## config.mk

```make
export PLATFORM = sky130hd
export DESIGN_NAME = rank_scale_top
export DESIGN_NICKNAME = d
export VERILOG_FILES = /design/src/design/rank_pkg.sv /design/src/design/sort_bus_if.sv /design/src/design/rank_scale_top.sv /design/src/design/scale_scatter.sv /design/src/design/sort_network.sv /design/src/design/sort_stage.sv
export VERILOG_INCLUDE_DIRS = /design/src /design/src/design
export SDC_FILE = /design/constraint.sdc
export NUM_CORES = 1
export LEC_CHECK = 0
export BUFFER_PORTS_ARGS = -buffer_cell sky130_fd_sc_hd__buf_2
export CORE_ASPECT_RATIO = 1.5
export CORE_MARGIN = 8
export CORE_UTILIZATION = 55
export CTS_CLUSTER_DIAMETER = 120
export DETAILED_ROUTE_END_ITERATION = 12
export GPL_TIMING_DRIVEN = 1
export PLACE_DENSITY = 0.71
export SYNTH_ARGS = -nofsm -noshare
export SYNTH_HDL_FRONTEND = slang
export SYNTH_HIERARCHICAL = 1
export SYNTH_SLANG_ARGS = --single-unit
```

## constraint.sdc

```tcl
create_clock -name clk -period 10.02 [get_ports clk]
set_input_delay 0.501 -clock clk [delete_from_list [all_inputs] [get_ports clk]]
set_output_delay 0.501 -clock clk [all_outputs]
set_load 0.02 [all_outputs]
```

## src/design/rank_defs.svh

```systemverilog
// fixed sizes; RANK_TAG_W must hold RANK_LANES-1 and RANK_PASSES must be at least RANK_LANES
`ifndef RANK_DEFS_SVH
`define RANK_DEFS_SVH

// lanes per item
`define RANK_LANES 9

// value, scalar and product width
`define RANK_DATA_W 8

// origin lane tag width
`define RANK_TAG_W 4

// sorted position that gets scaled
`define RANK_SEL 1

// odd-even transposition passes
`define RANK_PASSES 9

`endif

```

## src/design/rank_pkg.sv

```systemverilog
// lane and tag types for the nine-lane sort; tagged_lane_t packs the value above the tag
`default_nettype none

`include "rank_defs.svh"

package rank_pkg;

    // one data value
    typedef logic [`RANK_DATA_W-1:0] lane_t;

    // lane number an item value entered on
    typedef logic [`RANK_TAG_W-1:0] tag_t;

    // value plus its origin, carried through the sort
    typedef struct packed {
        lane_t value;
        tag_t  tag;
    } tagged_lane_t;

    // lane 0 sits in the low byte
    typedef lane_t [`RANK_LANES-1:0] lane_vec_t;

endpackage

`default_nettype wire

```

## src/design/sort_bus_if.sv

```systemverilog
// one item per cycle, no handshake; lanes and scale mean nothing while valid is low
`timescale 1ns/1ps
`default_nettype none

`include "rank_defs.svh"

interface sort_bus_if;

    import rank_pkg::*;

    logic                              valid;
    tagged_lane_t [`RANK_LANES-1:0]    lanes;
    // scalar rides along with its item
    lane_t                             scale;

    // producer side
    modport src (
        output valid,
        output lanes,
        output scale
    );

    // consumer side, sampled every rising clk
    modport dst (
        input valid,
        input lanes,
        input scale
    );

endinterface

`default_nettype wire

```

## src/design/rank_scale_top.sv

```systemverilog
// no back-pressure: an item taken on edge N shows for one cycle after edge N+10
`timescale 1ns/1ps
`default_nettype none

module rank_scale_top (
    input  logic                clk,
    input  logic                rst_n,
    input  logic                in_valid,
    input  rank_pkg::lane_t     scalar,
    input  rank_pkg::lane_vec_t in_lanes,
    output logic                out_valid,
    output rank_pkg::lane_vec_t out_lanes,
    output rank_pkg::lane_t     product
);

    // sorted items, network to scaler
    sort_bus_if sorted_bus ();

    // nine passes, 9 cycles
    sort_network u_net (
        .clk      (clk),
        .rst_n    (rst_n),
        .in_valid (in_valid),
        .in_lanes (in_lanes),
        .scalar   (scalar),
        .sorted   (sorted_bus)
    );

    // multiply and scatter, 1 cycle
    scale_scatter u_scale (
        .clk       (clk),
        .rst_n     (rst_n),
        .sorted    (sorted_bus),
        .out_valid (out_valid),
        .out_lanes (out_lanes),
        .product   (product)
    );

endmodule

`default_nettype wire

```

## src/design/scale_scatter.sv

```systemverilog
// latency 1; product is modulo 256 and outputs read zero whenever out_valid is low
`timescale 1ns/1ps
`default_nettype none

`include "rank_defs.svh"

module scale_scatter (
    input logic                 clk,
    input logic                 rst_n,
    sort_bus_if.dst             sorted,
    output logic                out_valid,
    output rank_pkg::lane_vec_t out_lanes,
    output rank_pkg::lane_t     product
);

    import rank_pkg::*;

    tagged_lane_t            sel;
    lane_t                   mul_res;
    lane_vec_t               scatter;
    logic [`RANK_LANES-1:0]  lane_nz;

    // shift-and-add, high bits fall off the top
    function automatic lane_t shift_add_mul(input lane_t mcand_in, input lane_t mplier_in);
        lane_t acc;
        lane_t mcand;
        lane_t mplier;
        acc    = '0;
        mcand  = mcand_in;
        mplier = mplier_in;
        for (int k = 0; k < `RANK_DATA_W; k++)
        begin
            if (mplier[0])
            begin
                acc = acc + mcand;
            end
            mcand  = mcand << 1;
            mplier = mplier >> 1;
        end
        return acc;
    endfunction

    assign sel     = sorted.lanes[`RANK_SEL];
    assign mul_res = shift_add_mul(sel.value, sorted.scale);

    // product goes back to the lane its value entered on
    always_comb
    begin
        for (int i = 0; i < `RANK_LANES; i++)
        begin
            scatter[i] = (sel.tag == tag_t'(i)) ? mul_res : '0;
        end
    end

    always_ff @(posedge clk)
    begin
        if (!rst_n)
        begin
            out_valid <= 1'b0;
            out_lanes <= '0;
            product   <= '0;
        end
        else
        begin
            out_valid <= sorted.valid;
            out_lanes <= sorted.valid ? scatter : '0;
            product   <= sorted.valid ? mul_res : '0;
        end
    end

    always_comb
    begin
        for (int i = 0; i < `RANK_LANES; i++)
        begin
            lane_nz[i] = |out_lanes[i];
        end
    end

    // a nonzero product must land in exactly one lane
    a_one_hot_out: assert property (
        @(posedge clk) disable iff (!rst_n)
        out_valid |-> ($countones(lane_nz) == ((product != '0) ? 1 : 0))
    );

endmodule

`default_nettype wire

```

## src/design/sort_network.sv

```systemverilog
// fixed RANK_PASSES-cycle latency, one item per cycle, ties sorted by origin lane
`timescale 1ns/1ps
`default_nettype none

`include "rank_defs.svh"

module sort_network (
    input logic              clk,
    input logic              rst_n,
    input logic              in_valid,
    input rank_pkg::lane_vec_t in_lanes,
    input rank_pkg::lane_t   scalar,
    sort_bus_if.src          sorted
);

    import rank_pkg::*;

    tagged_lane_t [`RANK_LANES-1:0] first_lanes;

    // bus 0 is the tagged input, bus k is the result of pass k-1
    sort_bus_if stage_bus [`RANK_PASSES] ();

    // tag each lane with the lane it entered on
    always_comb
    begin
        for (int i = 0; i < `RANK_LANES; i++)
        begin
            first_lanes[i].value = in_lanes[i];
            first_lanes[i].tag   = tag_t'(i);
        end
    end

    assign stage_bus[0].valid = in_valid;
    assign stage_bus[0].lanes = first_lanes;
    assign stage_bus[0].scale = scalar;

    // passes alternate even and odd, starting even
    generate
        for (genvar p = 0; p < `RANK_PASSES - 1; p++)
        begin : g_pass
            sort_stage #(
                .odd_phase (p % 2)
            ) u_pass (
                .clk   (clk),
                .rst_n (rst_n),
                .up    (stage_bus[p]),
                .down  (stage_bus[p+1])
            );
        end
    endgenerate

    // last pass drives the network output
    sort_stage #(
        .odd_phase ((`RANK_PASSES - 1) % 2)
    ) u_pass_last (
        .clk   (clk),
        .rst_n (rst_n),
        .up    (stage_bus[`RANK_PASSES-1]),
        .down  (sorted)
    );

endmodule

`default_nettype wire

```

## src/design/sort_stage.sv

```systemverilog
// one registered pass, latency 1; swaps only on strictly greater so ties keep lane order
`timescale 1ns/1ps
`default_nettype none

`include "rank_defs.svh"

module sort_stage #(
    parameter int odd_phase = 0
) (
    input logic     clk,
    input logic     rst_n,
    sort_bus_if.dst up,
    sort_bus_if.src down
);

    import rank_pkg::*;

    tagged_lane_t [`RANK_LANES-1:0] next_lanes;

    // compare-exchange on adjacent pairs of this phase
    always_comb
    begin
        next_lanes = up.lanes;
        for (int i = odd_phase; i + 1 < `RANK_LANES; i += 2)
        begin
            if (up.lanes[i].value > up.lanes[i+1].value)
            begin
                next_lanes[i]   = up.lanes[i+1];
                next_lanes[i+1] = up.lanes[i];
            end
        end
    end

    always_ff @(posedge clk)
    begin
        if (!rst_n)
        begin
            down.valid <= 1'b0;
        end
        else
        begin
            down.valid <= up.valid;
        end
    end

    // lanes and scale, qualified by valid
    always_ff @(posedge clk)
    begin
        down.lanes <= next_lanes;
        down.scale <= up.scale;
    end

    // every pair this pass touched leaves it in order, equal values still in lane order
    generate
        for (genvar g = odd_phase; g + 1 < `RANK_LANES; g += 2)
        begin : g_pair_chk
            a_pair_ordered: assert property (
                @(posedge clk) disable iff (!rst_n)
                down.valid |-> (down.lanes[g].value < down.lanes[g+1].value
                    || (down.lanes[g].value == down.lanes[g+1].value
                        && down.lanes[g].tag < down.lanes[g+1].tag))
            );
        end
    endgenerate

endmodule

`default_nettype wire

```

==> flow_summary.json <==
{
  "fp-row-count": 104,
  "core-area_sq_um": 53220,
  "grt_max_degree": 26,
  "timing.rr.start": "u_net/u_pass_last/down.lanes[17]",
  "power_density_nw_per_um2": 388.0,
  "htree_levels": 3,
  "cts-buffers-inserted": 66,
  "grt_usage_pct": 17.40,
  "areaGrowthSynthToFinish_pct": 11.58,
  "rsz0062_at_grt": "no",
  "finalNonFillerCells": 3216,
  "hold_viol": 0,
  "placed_cells": 3081,
  "arrival_ps": 8020,
  "cts.sinks": 702,
  "placed_cell_area_sq_um": 30430,
  "place.gp.congestion": 0.8486,
  "io_buffers": 163,
  "crit_path_max_incr_delay_ps": 530,
  "ant_nets": 0,
  "fillers": 4134,
  "min_period_over_period_pct": 75.38,
  "initial_core_util_pct": 55.24,
  "worstSetupEndpointType": "flop",
  "max_freq_mhz": 132.4,
  "drt_first_iter_violations": 390,
  "grt_overflow": 0,
  "layout-drive-gt1-share_pct": 35.19,
  "syn_area_sq_um": 29400,
  "hpwl_mm": 42.37,
  "postCtsResizedCells": 0,
  "tightest_slew_ps": 1075,
  "drc": 0,
  "crit_slowest_cell": "dfxtp_1",
  "vias": 16284,
  "antenna_found_initial": 0,
  "worst_slack_ps": 2467,
  "clkLatencyLatePin_ps": 600,
  "path_max_fanout": 15,
  "vias_per_cell": 5.063,
  "wl_per_cell_microns": 16.76,
  "setup_violations": 0,
  "ff2ff_setup_slack_ps": 2470,
  "layout.nets": 2773,
  "slew_viol_final": 0,
  "clk_pin_slew_ps": 70,
  "relSlewSlack_pct": 28.32,
  "die_y_microns": 299.2,
  "max-vdd-ir-drop_mv": 0.2220,
  "leakagePower_nw": 15.73,
  "synthCells": 2227,
  "clockBufferDepth": 3,
  "fin_setup_tns_ps": 0,
  "fin_skew_ps": 22.08,
  "die_area_sq_um": 61260,
  "dp_slack_ps": 2465,
  "min-delay-start": "in_lanes[64]",
  "hold_class": "input pin to flop",
  "worst_setup_path_start_kind": "flop",
  "cp_common_cell": "ha_1",
  "io_pins": 164,
  "cts_tree": "yes",
  "final_area_sq_um": 32800,
  "outcome": "completed",
  "die_w_microns": 204.8,
  "startpoint": "u_net/u_pass_last/down.lanes[17]",
  "min_period_ps": 7553,
  "yosysWarnings": 6,
  "drt-total-wl_mm": 53.92,
  "syn_avg_cell_area_sq_um": 13.20,
  "max-cap-violations": 0,
  "root_buffer": "clkbuf_16",
  "grt_pass1_vias": 17380,
  "worstSetupPathType": "flop to flop",
  "cp.required_ps": 10490,
  "grt_pass1_wl_mm": 85.60,
  "firstDrtPassIters": 5
}
==> per-layer routing <==
metal  part of all wire, %  routed length, microns  GRT usage [%]  vias up
li1                      -                       -              -     8145
met1                    33                   17560          14.37     7687
met2                    59                   32050          37.04      317
met3                   3.7                    2002          3.058      135
met4                   4.3                    2297          8.847        0
met5                     0                       0              0        -
==> stage by stage <==
stage,power [W],util (%),hold WS [ps]
after floorplan,0.009641,-,309.6
after CTS,0.01289,61.63,12.39
after global routing,0.01352,61.63,10.09
final,0.01273,61.63,45.58
after detailed placement,0.01034,57.18,312.1
after global placement,0.01014,57.18,310.0
==> worst paths after layout <==
kind | endpoint | depth (start not counted)
worst max-delay path | u_scale/out_lanes[39] | 32
worst min-delay path | u_net/g_pass[0].u_pass/down.lanes[100] | 1
worst max register to register | u_scale/out_lanes[39] | 32
worst min register to register | u_net/g_pass[3].u_pass/down.lanes[9] | 0
==> worst max-delay path, delay by kind of cell (launching register included) <==
kind	cells	cell delay, ps
xor+xnor	7	1580
compound gates	9	1870
fa+ha+maj	7	2120
simple gates	9	1310
flops	1	530
==> flip-flops by register name, summed over array words and instances (netlist names) <==
signal and count:
u_scale/out_lanes 72, u_net/u_pass_last/down.scale 8, u_net/g_pass.u_pass/down.lanes 528, u_scale/out_valid 1, u_scale/product 8, u_net/g_pass.u_pass/down.scale 64, u_net/u_pass_last/down.valid 1, u_net/g_pass.u_pass/down.valid 8
u_net/u_pass_last/down.lanes 12
==> what timing repair did <==
action,CTS,global route
hold buffers,15,0
endpoints found under the hold margin,15,0
buffers inserted,0,0
==> cell usage in the layout, fill, tap and decap left out, types with 12 or more instances in the layout <==
| cell | count |
|---|---|
| o22ai_4 | 22 |
| o21ai_0 | 35 |
| a21oi_1 | 105 |
| o211ai_2 | 24 |
| nor2_1 | 78 |
| ha_1 | 211 |
| clkbuf_16 | 67 |
| dfxtp_1 | 702 |
| nand4_1 | 26 |
| nand3_1 | 16 |
| o21ai_2 | 22 |
| and2_1 | 13 |
| mux2_2 | 89 |
| nor2b_4 | 22 |
| inv_1 | 205 |
| a21oi_2 | 22 |
| nand2_1 | 72 |
| nand4_4 | 15 |
| buf_2 | 163 |
| conb_1 | 68 |
| clkbuf_8 | 16 |
| dlygate4sd3_1 | 15 |
| mux2_4 | 374 |
| a221o_1 | 12 |
==> cell type report <==
type / instances / area, sq um / share of cell area [%]
multi-input combinational: 1320 / 13910 / 42.42
clock inverter: 25 / 281.5 / 0.8583
clock buffer: 94 / 1938 / 5.909
inverter: 205 / 769.5 / 2.346
tap: 689 / 862.1 / 2.628
timing repair buffer: 180 / 980.9 / 2.991
antenna: 1 / 2.502 / 0.007629
sequential: 702 / 14050 / 42.84
==> report_power, final <==
part	internal (W)	total [W]	switching [W]
clock network	0.00146	0.00249	0.00103
registers	0.00375	0.00441	0.000660
logic	0.00323	0.00583	0.00260
(Power assumes the default switching activity.)
